`config.mk`:
```
export PLATFORM = sky130hd
export DESIGN_NAME = scaler_coe_rom
export DESIGN_NICKNAME = d
export VERILOG_FILES = /design/src/scaler_filter_pkg.sv /design/src/scaler_coe_rom.sv
export VERILOG_INCLUDE_DIRS = /design/src /design/src/include
export SDC_FILE = /design/constraint.sdc
export NUM_CORES = 1
export LEC_CHECK = 0
export BUFFER_PORTS_ARGS = -buffer_cell sky130_fd_sc_hd__buf_2
export CAP_MARGIN = 20
export CORE_MARGIN = 4
export CORE_UTILIZATION = 30
export DETAILED_ROUTE_END_ITERATION = 7
export HOLD_SLACK_MARGIN = 0.03
export PLACE_DENSITY = 0.46
export SYNTH_ARGS = -nofsm -noshare
export SYNTH_HDL_FRONTEND = slang
export SYNTH_SLANG_ARGS = --single-unit
```
`constraint.sdc`:
```
create_clock -name clk -period 3.6 [get_ports clk]
set_input_delay 0.18 -clock clk [delete_from_list [all_inputs] [get_ports clk]]
set_output_delay 0.18 -clock clk [all_outputs]
set_load 0.01 [all_outputs]
```
`src/include/scaler_consts.svh`:
```
`ifndef SCALER_CONSTS_SVH
`define SCALER_CONSTS_SVH

// luma sample width
`define SCALER_DATA_WIDTH 8

// coefficient width, 512 is unity gain
`define SCALER_COE_WIDTH 10

// longest supported input line in pixels
`define SCALER_LINE_SIZE_MAX 64

// ring depth, four taps plus the line being written
`define SCALER_NUM_BUFS 5

// kernel phases and index width
`define SCALER_PHASES 32
`define SCALER_PHASE_BITS 5

// idle cycles between two output pixels
`define SCALER_SPARSE 2

// one input line in 4.12 fixed point
`define SCALER_ONE 4096

// first output line of a frame sits on input line 1
`define SCALER_POS_START 4096

`endif

```
`src/scaler_filter_pkg.sv`:
```
`default_nettype none

`include "scaler_consts.svh"

package scaler_filter_pkg;

    // fixed point layout of line positions
    localparam int POS_WIDTH = 24;
    localparam int POS_FRAC  = 12;

    // line position, 12 fraction bits
    typedef logic [POS_WIDTH-1:0] pos_t;

    // scale step, 4.12 unsigned
    typedef logic [15:0] step_t;

    // coefficient magnitude, sign is fixed per tap
    typedef logic [`SCALER_COE_WIDTH-1:0] coe_t;

    // kernel phase index
    typedef logic [`SCALER_PHASE_BITS-1:0] phase_t;

    // pixel times coefficient
    typedef logic [`SCALER_DATA_WIDTH+`SCALER_COE_WIDTH-1:0] prod_t;

    // signed tap sum, two guard bits over a product
    typedef logic signed [`SCALER_DATA_WIDTH+`SCALER_COE_WIDTH+1:0] acc_t;

    // half an lsb of the output before the shift
    localparam int ACC_ROUND = 1 << (`SCALER_COE_WIDTH - 2);
    // result lsb position inside the sum
    localparam int ACC_SHIFT = `SCALER_COE_WIDTH - 1;

endpackage

`default_nettype wire

```
`src/scaler_coe_rom.sv`:
```
`timescale 1ns/1ps
`default_nettype none

`include "scaler_consts.svh"

module scaler_coe_rom (
    input  logic                      clk,
    input  scaler_filter_pkg::phase_t phase_i,
    output scaler_filter_pkg::coe_t   coe0_o,
    output scaler_filter_pkg::coe_t   coe1_o,
    output scaler_filter_pkg::coe_t   coe2_o,
    output scaler_filter_pkg::coe_t   coe3_o
);
    import scaler_filter_pkg::*;

    localparam int PH = `SCALER_PHASES;
    // unity gain in coefficient units
    localparam int S  = 1 << (`SCALER_COE_WIDTH - 1);

    // catmull-rom weight, t = p/PH, all terms scaled by PH^3
    // c0 and c3 are magnitudes of negative lobes
    function automatic coe_t coe_calc(input int tap, input int p);
        int q;
        int num;
        int den;
        q   = PH - p;
        den = 2 * PH * PH * PH;
        case (tap)
            0:       num = p * q * q;
            1:       num = 3 * p * p * p - 5 * p * p * PH + 2 * PH * PH * PH;
            2:       num = -3 * p * p * p + 4 * p * p * PH + p * PH * PH;
            default: num = p * p * q;
        endcase
        // round to nearest, every numerator is non-negative
        return coe_t'((S * num + den / 2) / den);
    endfunction

    coe_t rom [4][PH];

    // table fixed at elaboration
    for (genvar k = 0; k < 4; k++) begin : g_tap
        for (genvar p = 0; p < PH; p++) begin : g_phase
            assign rom[k][p] = coe_calc(k, p);
        end
    end

    // registered read, lines up with the line buffer read
    always_ff @(posedge clk) begin
        coe0_o <= rom[0][phase_i];
        coe1_o <= rom[1][phase_i];
        coe2_o <= rom[2][phase_i];
        coe3_o <= rom[3][phase_i];
    end

endmodule

`default_nettype wire

```
==> out/metrics.csv <==
metric,value,unit
status,finished clean,
Die Span X,91.9,µm
CTS Root Cell,clkbuf_8,
Max Buffers Root-to-Sink,2,
number of global-route vias before repair,1842,
PwrDens,393,nW/µm²
total die area,8450,µm²
Net Sw Frac,32.1,%
Synth cell types,53,
number of synthesis warnings,0,
Critical Path RT,3.75,ns
Core ar.,6830,µm²
number of core rows,30,
Overall Global Routing Usage,14.6,%
Setup crit start kind,input port,
fill count,785,
"Async S/R FF share, synth",0,%
Post-DP HPWL,4.00,mm
slew margin rel.,45.0,%
minimum clock period,2.08,ns
placement-stage cell area,2250,µm²
H-Tree Depth,2,
period utilization,57.7,%
synthesized instance count,274,
Worst Hold Class,input port to register,
CP Capture Type,register,
setup violators final,0,
final hold violation count,0,
Max VDD drop,156,µV
"most common cell after layout, fill and taps aside",buf_2,
antenna violations before repair,0,
I/O pin count,46,
CTS buffer count,5,
Worst Min Path Start,phase_i[0],
Arrival @ worst endpoint,2.22,ns
Reg power frac,42.3,%
slowest CP cell,ha_1,
drt pass-1 iters,5,
final instance area,2330,µm²
DR vias/cell,5.14,
Clk network pwr share,30.3,%
crit path buf inv count,2,
Final ANT Viol Nets,0,
cells taking the most area after synthesis,"dfxtp_1 29%, a21oi_1 6.9%, nand2_1 5.5%",
Lkg Pwr,0.000996,µW
I/O Buffers,36,
Starting Density,30.9,%
Resize count post-CTS,0,
Clock Sinks,31,
"CP delay by family, top",adder cells,
DRC,0,
"commonest cells after routing, fill and taps aside","36 x buf_2, 31 x nand2_1, 31 x dfxtp_1",
critical path class,input port to register,
max_cap viols,0,
register area share after synthesis,29.4,%
CP cell instances,buf_2 > inv_1 > ha_1 > nand2b_1 > a21boi_0 > o21a_1 > a21oi_1,
Worst-path clk slew,0.06,ns
number of antenna diodes,0,
GP Congestion,0.881,
RSZ-0062 raised after global routing,no,
Post-CTS Hold Buffers,0,
CTS tree,done,
Tightest Pin Transition,0.825,ns
CP startpoint,phase_i[1],
Layout area overhead,10.5,%
leading area contributor after synthesis,dfxtp_1,
setup bufs post-CTS,0,
Switch Pwr,294,µW
total wire length,6.14,mm
grt ovf,0,
layout cells sized above 1,19.0,%
WL/cell,15.9,µm
largest net degree at the start of global routing,53,
Vias,1984,
global-route wire length before repair,9.83,mm
top_reg_cell synth,dfxtp_1,
nets@finish,304,
Syn Area/Cell,7.71,µm²
internal power,623,µW
crit-path max cell delay,0.81,ns
top cell type's share of synthesized area,29.4,%
Yosys reg bits,31,
fmax,482,MHz
Die Ht,91.9,µm
max-slew violation count,0,
Combinational Power Share,27.4,%
Setup TNS Final,0,ns
"Max FO, Critical Path",23,
cell area after synthesis,2110,µm²
1st-iter DRT viols,114,
Post-synth EDFFs,0,
metal layers:
metal	GRT usage, %	share of wire [%]	vias up	wire, µm
met2	20.7	44	79	2720
li1	-	-	999	-
met3	3.12	7.1	11	435
met5	0	0	-	0
met1	21.3	47	895	2870
met4	5.45	1.9	0	117
kinds of logic (layout without fill, tap and decap cells):
kind of cell,Yosys count,in the layout,share of synthesized area [%]
mux,11,11,7.46
other cells,1,9,0.178
xor+xnor,1,1,0.415
buf+inv,45,53,11.7
fa+ha+maj,8,8,4.74
flops,31,31,29.4
simple gates,84,84,18.1
compound gates,93,93,28.0
power groups by stage:
| stage | Sequential (µW) | Clock, µW | Combinational, µW |
|---|---|---|---|
| after floorplan | 415 | 0 | 165 |
| after global placement | 395 | 0 | 252 |
| after detailed placement | 396 | 0 | 250 |
| after CTS | 388 | 290 | 251 |
| after global routing | 391 | 306 | 279 |
| final | 388 | 278 | 252 |
flip-flops by register name, summed over array words and instances (netlist names):
signal / count
coe1_o: 10
coe0_o: 6
coe2_o: 9
coe3_o: 6
synth_stat cells, types with 5 or more instances:
master and n:
nand3_1 8, o21ai_0 19, ha_1 8, mux2i_1 6, buf_2 15, nor2b_1 6
inv_1 5, o211ai_1 5, a211oi_1 5, nor2_1 21, clkbuf_1 8, nand2_1 31
buf_4 11, o221ai_1 6, a21oi_1 29, dfxtp_1 31, nand2b_1 6
stage by stage:
step                      util (%)  cells  total power, µW  hold WS, ns  setup WS [ns]
after global routing          34.2    386              976        0.416           1.38
after CTS                     34.2    386              929        0.373           1.54
after global placement        32.9    379              647        0.574           1.32
final                         34.2    386              917        0.386           1.52
after floorplan                  -    282              581        0.460           1.98
after detailed placement      32.9    379              645        0.575           1.25
layout make-up:
cell class                 instances  area (µm²)  share of cell area (%)
inverter                           7        28.8                    1.23
clock inverter                     1        5.00                   0.214
sequential                        31         621                    26.6
tap                               96         120                    5.15
timing repair buffer              39         203                    8.69
multi-input combinational        206        1270                    54.6
clock buffer                       6        82.6                    3.54
worst paths after layout:
kind / endpoint / slack, ns / cells past startpoint
max: coe1_o[0]$_DFF_P_ / 1.52 / 7
min: coe1_o[9]$_SDFF_PN0_ / 0.39 / 2
No activity file was read; power rests on OpenSTA's default activity.
