`config.mk`:
```
export PLATFORM = sky130hd
export DESIGN_NAME = scaler_tap_filter
export DESIGN_NICKNAME = d
export VERILOG_FILES = /design/src/scaler_filter_pkg.sv /design/src/scaler_video_pkg.sv /design/src/scaler_tap_filter.sv
export VERILOG_INCLUDE_DIRS = /design/src /design/src/include
export SDC_FILE = /design/constraint.sdc
export NUM_CORES = 1
export LEC_CHECK = 0
export BUFFER_PORTS_ARGS = -buffer_cell sky130_fd_sc_hd__buf_2
export CORE_MARGIN = 10
export CORE_UTILIZATION = 50
export CTS_BUF_LIST = sky130_fd_sc_hd__clkbuf_4
export DETAILED_ROUTE_END_ITERATION = 8
export PLACE_DENSITY = 0.74
export SYNTH_ARGS = -nofsm -noshare
export SYNTH_HDL_FRONTEND = slang
export SYNTH_SLANG_ARGS = --single-unit
```
`constraint.sdc`:
```
create_clock -name clk -period 7.55 [get_ports clk]
set_input_delay 0.3775 -clock clk [delete_from_list [all_inputs] [get_ports clk]]
set_output_delay 0.3775 -clock clk [all_outputs]
set_load 0.05 [all_outputs]
```
`src/include/scaler_consts.svh`:
```
`ifndef SCALER_CONSTS_SVH
`define SCALER_CONSTS_SVH

// luma sample width
`define SCALER_DATA_WIDTH 8

// coefficient width, 512 is unity gain
`define SCALER_COE_WIDTH 10

// longest supported input line in pixels
`define SCALER_LINE_SIZE_MAX 64

// ring depth, four taps plus the line being written
`define SCALER_NUM_BUFS 5

// kernel phases and index width
`define SCALER_PHASES 32
`define SCALER_PHASE_BITS 5

// idle cycles between two output pixels
`define SCALER_SPARSE 2

// one input line in 4.12 fixed point
`define SCALER_ONE 4096

// first output line of a frame sits on input line 1
`define SCALER_POS_START 4096

`endif

```
`src/scaler_filter_pkg.sv`:
```
`default_nettype none

`include "scaler_consts.svh"

package scaler_filter_pkg;

    // fixed point layout of line positions
    localparam int POS_WIDTH = 24;
    localparam int POS_FRAC  = 12;

    // line position, 12 fraction bits
    typedef logic [POS_WIDTH-1:0] pos_t;

    // scale step, 4.12 unsigned
    typedef logic [15:0] step_t;

    // coefficient magnitude, sign is fixed per tap
    typedef logic [`SCALER_COE_WIDTH-1:0] coe_t;

    // kernel phase index
    typedef logic [`SCALER_PHASE_BITS-1:0] phase_t;

    // pixel times coefficient
    typedef logic [`SCALER_DATA_WIDTH+`SCALER_COE_WIDTH-1:0] prod_t;

    // signed tap sum, two guard bits over a product
    typedef logic signed [`SCALER_DATA_WIDTH+`SCALER_COE_WIDTH+1:0] acc_t;

    // half an lsb of the output before the shift
    localparam int ACC_ROUND = 1 << (`SCALER_COE_WIDTH - 2);
    // result lsb position inside the sum
    localparam int ACC_SHIFT = `SCALER_COE_WIDTH - 1;

endpackage

`default_nettype wire

```
`src/scaler_video_pkg.sv`:
```
`default_nettype none

`include "scaler_consts.svh"

package scaler_video_pkg;

    // one luma sample
    typedef logic [`SCALER_DATA_WIDTH-1:0] pixel_t;

    // pixel index inside a line
    // also carries the line size (count minus one)
    typedef logic [$clog2(`SCALER_LINE_SIZE_MAX)-1:0] col_t;

    // slot number in the line buffer ring
    typedef logic [$clog2(`SCALER_NUM_BUFS)-1:0] buf_sel_t;

endpackage

`default_nettype wire

```
`src/scaler_tap_filter.sv`:
```
`timescale 1ns/1ps
`default_nettype none

`include "scaler_consts.svh"

module scaler_tap_filter (
    input  logic                      clk,
    input  logic                      rst_n_i,
    input  scaler_video_pkg::pixel_t  tap0_i,
    input  scaler_video_pkg::pixel_t  tap1_i,
    input  scaler_video_pkg::pixel_t  tap2_i,
    input  scaler_video_pkg::pixel_t  tap3_i,
    input  scaler_filter_pkg::coe_t   coe0_i,
    input  scaler_filter_pkg::coe_t   coe1_i,
    input  scaler_filter_pkg::coe_t   coe2_i,
    input  scaler_filter_pkg::coe_t   coe3_i,
    input  logic                      pix_en_i,
    input  logic                      line_i,
    input  logic                      vs_i,
    output scaler_video_pkg::pixel_t  pix_o,
    output logic                      de_o,
    output logic                      hs_o,
    output logic                      vs_o
);
    import scaler_filter_pkg::*;

    localparam int DW = `SCALER_DATA_WIDTH;

    prod_t prod_q [4];
    acc_t  sum_q;

    // flag delay lines, bit 3 leaves the filter
    logic [3:0] en_sr;
    logic [3:0] line_sr;
    logic [3:0] vs_sr;

    always_ff @(posedge clk) begin
        // stage 1, one product per tap
        prod_q[0] <= tap0_i * coe0_i;
        prod_q[1] <= tap1_i * coe1_i;
        prod_q[2] <= tap2_i * coe2_i;
        prod_q[3] <= tap3_i * coe3_i;
        // stage 2, inner lines add, outer lobes subtract
        sum_q <= acc_t'(prod_q[1]) + acc_t'(prod_q[2])
               - acc_t'(prod_q[0]) - acc_t'(prod_q[3]) + acc_t'(ACC_ROUND);
        // stage 3, clamp to pixel range
        if (sum_q < 0) begin
            pix_o <= '0;
        end else if (sum_q[$bits(acc_t)-2 : ACC_SHIFT+DW] != '0) begin
            pix_o <= '1;
        end else begin
            pix_o <= sum_q[ACC_SHIFT +: DW];
        end
    end

    // tap read stage plus three arithmetic stages
    always_ff @(posedge clk) begin
        if (!rst_n_i) begin
            en_sr   <= '0;
            line_sr <= '0;
            vs_sr   <= '0;
        end else begin
            en_sr   <= {en_sr[2:0], pix_en_i};
            line_sr <= {line_sr[2:0], line_i};
            vs_sr   <= {vs_sr[2:0], vs_i};
        end
    end

    assign de_o = en_sr[3];
    assign hs_o = line_sr[3];
    assign vs_o = vs_sr[3];

endmodule

`default_nettype wire

```
==> metrics.yaml, run 1 <==
syn_inst: 1490
ys_top_cells_by_area: "fa_1 32%, ha_1 16%, dfxtp_1 15%"
n_antenna_cell: 0
slew_viol_final: 0
yosysSeqAreaShare_pct: 14.53
pwr-share-clk_pct: 4.6
final_cell_mix: "294 x inv_1, 293 x and2_1, 226 x fa_1"
rows: 61
grt_pass1_vias: 10606
core-area_um2: 27860
fillers: 2497
slew_headroom_pct: 68.36
synth_top_cell_area_share_pct: 31.88
area_growth_pct: 7.344
grt_first_pass_wirelength_um: 49610
io_buffers: 87
dp_hpwl_um: 23680
wl_met1_um: 12690
cts_tree: "done"
antenna_found_initial: 0
htree_num_levels: 3
start_kind: "input pin"
worstPathArrival_ps: 4570
met2_wirelength_um: 13900
tns_ps: 0
synth_top_area_cell: "fa_1"
synth_edf_count: 0
min_period_ps: 4143
grt_max_degree: 20
ioPinCount: 88
final_nets: 2074
drc: 0
syn_nets: 1980
tritoncts_num_sinks: 103
die_w_um: 188.5
synth_cell_types: 62
layout_commonest_cell: "inv_1"
hold_class: "in -> reg"
gr-total-overflow: 0
whs_ps: 111.5
p_total_mw: 6.638
rsz0062_at_grt: "no"
gp_congestion: 0.8489
cellPowerDensity_nw_per_um2: 435.7
postSynthAreaPerCell_um2: 9.525
worst-path-max-fanout: 10
root_buffer: "clkbuf_4"
end_kind: "flip-flop"
leakagePower_nw: 7.852
antenna_left: 0
vias_per_cell: 5.074
ys.flop_type: "dfxtp_1"
dieArea_um2: 35520
p_sw_share_pct: 48.41
routed_wl_um: 27880
power.switching_mw: 3.213
ir_drop_uv: 548.2
cts_hold_buffers: 0
power_frac_seq_pct: 14.7
finalHoldViolations: 0
drv_cap: 0
cts.clk_slew.worst_paths_ps: 170
start_util_pct: 50.95
layout-drive-gt1-share_pct: 7.174
cp.required_ps: 7980
timing.fmax_mhz: 241.4
met3WireLength_um: 996
critPathKind: "in -> reg"
syn-cell-area_um2: 14190
fp.dieH_um: 188.5
intPower_mw: 3.425
firstDrtPassIters: 5
track_usage_pct: 16.45
clk_path_buf_depth: 2
synth-seq-cells: 103
post_drt_wl_per_cell_um: 14.17
async_flop_share_pct: 0
yosys_warnings: 0
fin_crit_sh_pct: 54.88
routed-via-count: 9981
maxUsedRoutingLayer: "met4"
numCtsBuffers: 9
fin_skew_ps: 25.05
status: "finished clean"
tightest_slew_ps: 467.2
setup_violations: 0
cts_resized: 0
power_frac_comb_pct: 80.7
drtIter0Drc: 404
cts_setup_buffers: 0
insertion_delay_ps: 460
[critical path, cell delays in order]
cell      delay [ps]
buf_2            160
and2_1           190
fa_1             530
inv_1             50
fa_1             530
inv_1             50
fa_1             470
inv_1             50
fa_1             470
inv_1             40
ha_1             320
or4_4            500
o21ai_2           90
a211oi_2          90
o221a_4          270
nor4_1           230
a311o_1          160
[worst paths after layout]
path | start | end | slack [ps] | cells after the start
min reg2reg | sum_q[12] | pix_o[3] | 450 | 2
min | pix_en_i | en_sr[0] | 110 | 2
max reg2reg | prod_q[1][5] | sum_q[17] | 4120 | 10
max | tap1_i[2] | prod_q[1][14] | 3410 | 17
[cell families (layout without fill, tap and decap cells)]
group / count (synthesis) / after routing / share of synthesized area (%)
XOR/XNOR: 47 / 47 / 2.900
buffers and inverters: 298 / 397 / 7.934
AO/OA/AOI/OAI: 161 / 161 / 7.688
adder cells (fa/ha/maj): 413 / 413 / 48.36
AND/OR/NAND/NOR: 466 / 466 / 18.43
flip-flops: 103 / 103 / 14.53
multiplexers: 2 / 2 / 0.1499
[stage by stage]
step	worst slack (ps)	utilization (%)	area [um2]	instances
after floorplan	3224	-	14190	1490
final	3407	54.69	15230	1967
after global placement	2935	54.13	15080	1951
after global routing	3262	54.69	15230	1967
after CTS	3471	54.69	15230	1967
after detailed placement	2929	54.13	15080	1951
[sequential cells by signal, indices dropped and copies added, names as in the netlist]
| name | count |
|---|---|
| prod_q | 72 |
| sum_q | 11 |
| pix_o | 8 |
| en_sr | 4 |
| line_sr | 4 |
| vs_sr | 4 |
[cell usage after synthesis, types with 2 or more instances]
cell type	count
nor4_1	4
ha_1	187
o31ai_1	2
o211a_1	2
nand2b_1	9
o21ai_0	28
xnor2_1	31
o22ai_1	3
inv_1	294
and3_1	3
a21bo_1	2
o211ai_1	6
xor2_1	16
a211oi_1	5
a2111oi_0	2
a21o_1	15
clkbuf_1	2
nand2_1	63
and2_1	293
a32oi_1	2
nor2b_1	6
o31a_1	6
a21oi_1	39
fa_1	226
a211o_1	2
and4_1	2
nor3_1	14
a31oi_1	6
o21ai_1	7
dfxtp_1	103
a21boi_0	3
o21a_1	15
nand3_1	8
or3_1	3
or2_2	2
nor2_1	53
[per-layer routing]
metal | up-vias | global-route usage (%)
met5 | - | 0
met4 | 0 | 3.144
met3 | 21 | 2.049
met2 | 188 | 28.60
met1 | 4931 | 21.55
li1 | 4841 | -
[power groups by stage]
stage | clock [mW] | combinational [mW] | sequential, mW
floorplan | 0 | 4.25 | 1.01
global placement | 0 | 5.21 | 0.993
detailed placement | 0 | 5.34 | 0.990
CTS | 0.319 | 5.40 | 0.979
global route | 0.341 | 6.17 | 0.997
finish | 0.308 | 5.36 | 0.974
[area by class of cell]
| type | count | area (um2) | area share (%) |
|---|---|---|---|
| clock buffers | 9 | 67.56 | 0.4435 |
| clock inverters | 7 | 88.84 | 0.5831 |
| inverters | 294 | 1104 | 7.244 |
| multi-input cells | 1089 | 11000 | 72.23 |
| flip-flops and latches | 103 | 2062 | 13.53 |
| well taps | 378 | 473.0 | 3.104 |
| repair buffers | 87 | 435.4 | 2.858 |
Note: power is estimated with default switching activity, not from simulation.
==> run 2: changes to the inputs <==
Clock period 7.55 ns to 3.9 ns, I/O delays scaled along.
==> metrics.yaml, run 2 (synthesis results as in run 1) <==
status: "finished clean"
die_w_um: 188.5  # unchanged
cts.clk_slew.worst_paths_ps: 160  # about the same
tightest_slew_ps: 431.5  # -35.65 ps
cts_hold_buffers: 3  # +3
ir_drop_uv: 986.1  # +80%
start_util_pct: 50.95  # unchanged
fp.dieH_um: 188.5  # unchanged
leakagePower_nw: 8.661  # +10%
clk_path_buf_depth: 2  # unchanged
cp.depth: 16  # -1
cts_setup_buffers: 0  # unchanged
stdcell_area_um2: 16500  # +8.3%
antenna_found_initial: 1  # +1
cts_tree: "done"
slew_viol_final: 0  # unchanged
tritoncts_num_sinks: 103  # unchanged
area_growth_pct: 16.27
gp_congestion: 0.8643  # +1.8%
gr-total-overflow: 0  # unchanged
rrSetupSlack_ps: 400  # -3720 ps
dp_hpwl_um: 25820  # +9.0%
rsz0062_at_grt: "no"
routed_wl_um: 29300  # +5.1%
ff2ff_path_depth: 10  # unchanged
timing.fmax_mhz: 268.4
firstDrtPassIters: 4  # -1
end_kind: "flip-flop"
place_area_um2: 16320  # +8.2%
grt_first_pass_wirelength_um: 52470  # +5.8%
largest_reg_flops: 72  # unchanged
crit_chain: "buf_2 -> and2_1 -> fa_1 -> fa_1 -> inv_1 -> fa_1 -> fa_1 -> inv_1 -> ha_1 -> o21a_1 -> o31a_1 -> o31ai_1 -> buf_4 -> a31oi_1 -> nor4_1 -> a311oi_1"
drtIter0Drc: 442  # +9.4%
dieArea_um2: 35520  # unchanged
final_util_pct: 59.23  # +4.5 points
cellPowerDensity_nw_per_um2: 843.0  # +93%
fin_crit_sh_pct: 95.53
antenna_left: 0  # unchanged
core-area_um2: 27860  # unchanged
critPathKind: "in -> reg"
io_buffers: 87  # unchanged
rows: 61  # unchanged
hold_class: "in -> reg"
critical_path.slowest_cell: "fa_1"
fin_ws_ps: 174.3  # -3233 ps
layout-drive-gt1-share_pct: 15.95  # +8.8 points
htree_num_levels: 3  # unchanged
layout_commonest_cell: "inv_1"
grt_pass1_vias: 11512  # +8.5%
finalHoldViolations: 0  # unchanged
path_common_cell: "fa_1"
final_nets: 2240  # +8.0%
min_path_cells: 2  # unchanged
track_usage_pct: 17.16  # +0.71 points
critPathMaxStageDelay_ps: 500  # -30 ps
cp.required_ps: 4230  # -3750 ps
insertion_delay_ps: 460  # about the same
drv_cap: 0  # unchanged
post_drt_wl_per_cell_um: 13.73  # -3.1%
dp_slack_ps: -306.2  # -3235 ps
numCtsBuffers: 9  # unchanged
grt_max_degree: 18  # -10%
cp_top_family: "adder cells"
start_kind: "input pin"
largest_register: "prod_q"
vias_per_cell: 4.941  # -2.6%
routed-via-count: 10545  # +5.7%
root_buffer: "clkbuf_4"
ioPinCount: 88  # unchanged
slew_headroom_pct: 70.49  # +2.1 points
fin_skew_ps: 27.83  # +2.781 ps
setup_violations: 0  # unchanged
min_period_ps: 3726
worstPathArrival_ps: 4060  # -510 ps
worst-path-max-fanout: 8  # -2
final_cell_mix: "293 x inv_1, 292 x and2_1, 226 x fa_1"
cts_resized: 0  # unchanged
tns_ps: 0  # unchanged
drc: 0  # unchanged
fillers: 2370  # -5.1%
crit_buf_inv: 4  # -1
top_regs: "prod_q x72, sum_q x11, pix_o x8"
==> run 2: changes by cell type in the layout (fill, tap and decap cells not counted), sizes merged <==
cell,previous run,this run
dlygate4sd3,0,3
inv,297,295
buf,87,250
diode,0,1
clkbuf,9,11
==> run 2: metrics by stage <==
| stage | std cells | total power [mW] | hold WS, ps |
|---|---|---|---|
| 2_1_floorplan | 1490 | 10.20 | 316.7 |
| 3_3_place_gp | 2114 | 12.85 | 403.7 |
| 3_5_place_dp | 2114 | 13.23 | 405.4 |
| 4_1_cts | 2133 | 13.95 | 54.11 |
| 5_1_grt | 2134 | 15.68 | 45.34 |
| 6_report | 2134 | 13.91 | 67.02 |
==> run 2: final cells by class <==
type / instances / area, um2 / area share (%)
Timing Repair Buffer: 253 / 1689 / 10.24
Tap cell: 378 / 473.0 / 2.866
Clock buffer: 11 / 82.58 / 0.5005
Sequential cell: 103 / 2062 / 12.50
Clock inverter: 5 / 68.82 / 0.4170
Multi-Input combinational cell: 1089 / 11020 / 66.78
Antenna cell: 1 / 2.502 / 0.01517
Inverter: 294 / 1104 / 6.688
==> run 2: final timing paths <==
| check | from | endpoint |
|---|---|---|
| min reg2reg | en_sr[1] | en_sr[2] |
| min | rst_n_i | line_sr[1] |
| max | tap0_i[2] | prod_q[0][17] |
| max reg2reg | prod_q[1][5] | sum_q[17] |
==> run 2: power by group <==
group	switching (mW)	internal, mW	leakage, nW
clock network	0.368	0.219	0.0842
registers	0.231	1.66	0.864
logic	5.96	5.47	7.71
total	6.56	7.35	8.66
==> run 2: metal layers <==
metal	up-vias	GRT usage [%]	part of all wire (%)	wire length (um)
li1	5190	-	-	-
met1	5196	22.46	46	13550
met2	135	30.17	50	14580
met3	24	2.216	2.9	856
met4	0	2.534	1.0	306
met5	-	0	0	0
==> run 3: changes to the inputs <==
Clock period 3.9 ns to 3.7 ns, I/O delays scaled along.
==> metrics.yaml, run 3 (synthesis results as in run 1) <==
largest_register: "prod_q"
dp_hpwl_um: 26190  # +1.4%
grt_pass1_vias: 11594  # +0.71%
grt_first_pass_wirelength_um: 53320  # +1.6%
dp_slack_ps: -526.0  # -219.8 ps
place_area_um2: 16550  # +1.4%
cp_top_family: "adder cells"
multi_input_area_um2: 11340  # +2.9%
critPathKind: "in -> reg"
antenna_found_initial: 1  # unchanged
core-area_um2: 27860  # unchanged
ioPinCount: 88  # unchanged
post_drt_wl_per_cell_um: 14.01  # +2.1%
finalHoldViolations: 0  # unchanged
whs_ps: 45.57  # -21.46 ps
grt_max_degree: 19  # +1
numCtsBuffers: 9  # unchanged
timing.fmax_mhz: 270.3
rows: 61  # unchanged
crit_chain: "buf_8 -> buf_4 -> and2_1 -> fa_1 -> fa_1 -> fa_1 -> inv_1 -> fa_1 -> inv_1 -> ha_2 -> or4_4 -> o21ai_4 -> a211oi_4 -> o221a_4 -> a311o_1"
htree_num_levels: 3  # unchanged
crit_buf_inv: 4  # unchanged
path_common_cell: "fa_1"
antenna_left: 0  # unchanged
regArea_um2: 2062  # unchanged
ir_drop_uv: 1186  # +20%
start_kind: "input pin"
fin_crit_sh_pct: 100.0
setup_violations: 0  # unchanged
cellPowerDensity_nw_per_um2: 902.4  # +7.1%
root_buffer: "clkbuf_4"
critPathMaxStageDelay_ps: 550  # +50 ps
io_buffers: 87  # unchanged
top_regs: "prod_q x72, sum_q x11, pix_o x8"
r2r_end: "sum_q[17]"
ff2ff_path_depth: 10  # unchanged
cts.clk_slew.worst_paths_ps: 160  # about the same
p_total_mw: 15.41  # +11%
worstPathArrival_ps: 4050  # about the same
slew_viol_final: 0  # unchanged
insertion_delay_ps: 460  # about the same
firstDrtPassIters: 4  # unchanged
gp_congestion: 0.8783  # +1.6%
hold_class: "in -> reg"
final_cell_mix: "290 x inv_1, 288 x and2_1, 223 x fa_1"
routed-via-count: 10727  # +1.7%
stdcell_area_um2: 17080  # +3.5%
cts_tree: "done"
critical_path.slowest_cell: "or4_4"
tritoncts_num_sinks: 103  # unchanged
status: "finished clean"
fillers: 2312  # -2.4%
clk_path_buf_depth: 2  # unchanged
slew_headroom_pct: 74.03  # +3.5 points
tightest_slew_ps: 379.8  # -51.71 ps
vias_per_cell: 4.975  # +0.69%
drv_cap: 0  # unchanged
layout_commonest_cell: "inv_1"
cp.depth: 15  # -1
final_util_pct: 61.31  # +2.1 points
largest_reg_flops: 72  # unchanged
gr-total-overflow: 0  # unchanged
leakagePower_nw: 8.842  # +2.1%
rrSetupSlack_ps: 230  # -170 ps
rsz0062_at_grt: "yes"
area_growth_pct: 20.34
setup.worst_path.end: "prod_q[1][14]"
die_w_um: 188.5  # unchanged
track_usage_pct: 17.47  # +0.31 points
fin_ws_ps: 0.03952  # -174.2 ps
dieArea_um2: 35520  # unchanged
routed_wl_um: 30210  # +3.1%
start_util_pct: 50.95  # unchanged
cp.required_ps: 4050  # -180 ps
min_period_ps: 3700
drtIter0Drc: 438  # -0.90%
drc: 0  # unchanged
r2r-start: "prod_q[1][5]"
critPathLaunch: "coe1_i[4]"
worst-path-max-fanout: 4  # -4
end_kind: "flip-flop"
layout-drive-gt1-share_pct: 19.36  # +3.4 points
final_nets: 2262  # +0.98%
fin_skew_ps: 29.24  # +1.409 ps
fp.dieH_um: 188.5  # unchanged
==> run 3: worst reg2reg max path, delay by kind of cell (launching register included) <==
family,cells,cell delay (ps)
fa+ha+maj,4,1580
compound gates,4,1030
flops,1,380
mux,1,240
xor+xnor,1,160
==> run 3: how the worst min path moves through the flow <==
stage	startpoint	endpoint	slack [ps]	cells past startpoint
floorplan	tap0_i[0]	prod_q[0][0]	310	1
CTS	rst_n_i	line_sr[1]	20	2
finish	rst_n_i	vs_sr[1]	50	2
detailed placement	vs_i	vs_sr[0]	400	2
global route	rst_n_i	en_sr[1]	30	2
global placement	vs_i	vs_sr[0]	390	2
==> run 3: metrics by stage <==
step / TNS [ps] / cells
2_1_floorplan: -684.7 / 1490
3_3_place_gp: -7304 / 2131
3_5_place_dp: -8777 / 2131
4_1_cts: 0 / 2150
5_1_grt: -280.0 / 2156
6_report: 0 / 2156
==> run 3: layout make-up <==
cell class	count	area share, %
multi-input combinational	1089	66.38
sequential	103	12.07
timing repair buffer	275	11.27
inverter	294	6.462
tap	378	2.769
clock inverter	6	0.5934
clock buffer	10	0.4396
antenna	1	0.01465
==> run 3: what timing repair did <==
| item | CTS | global route |
|---|---|---|
| setup buffers | 0 | 5 |
| pin swaps | 0 | 38 |
| endpoints found under the hold margin | 3 | 0 |
| setup endpoints to repair | 1 | 15 |
| hold buffers | 3 | 0 |
| resized for setup | 1 | 63 |
==> run 3: per-layer routing <==
metal  track usage [%]  wire, um  up-vias
li1                  -         -     5227
met3             1.883       730       22
met2             31.73     15790      139
met4             2.442       245        0
met5                 0         0        -
met1             22.30     13450     5339
==> run 3: power breakdown <==
part           total, mW  internal [mW]  switching, mW
combinational       12.7           6.15           6.59
clock              0.678          0.292          0.386
sequential          2.00           1.75          0.246
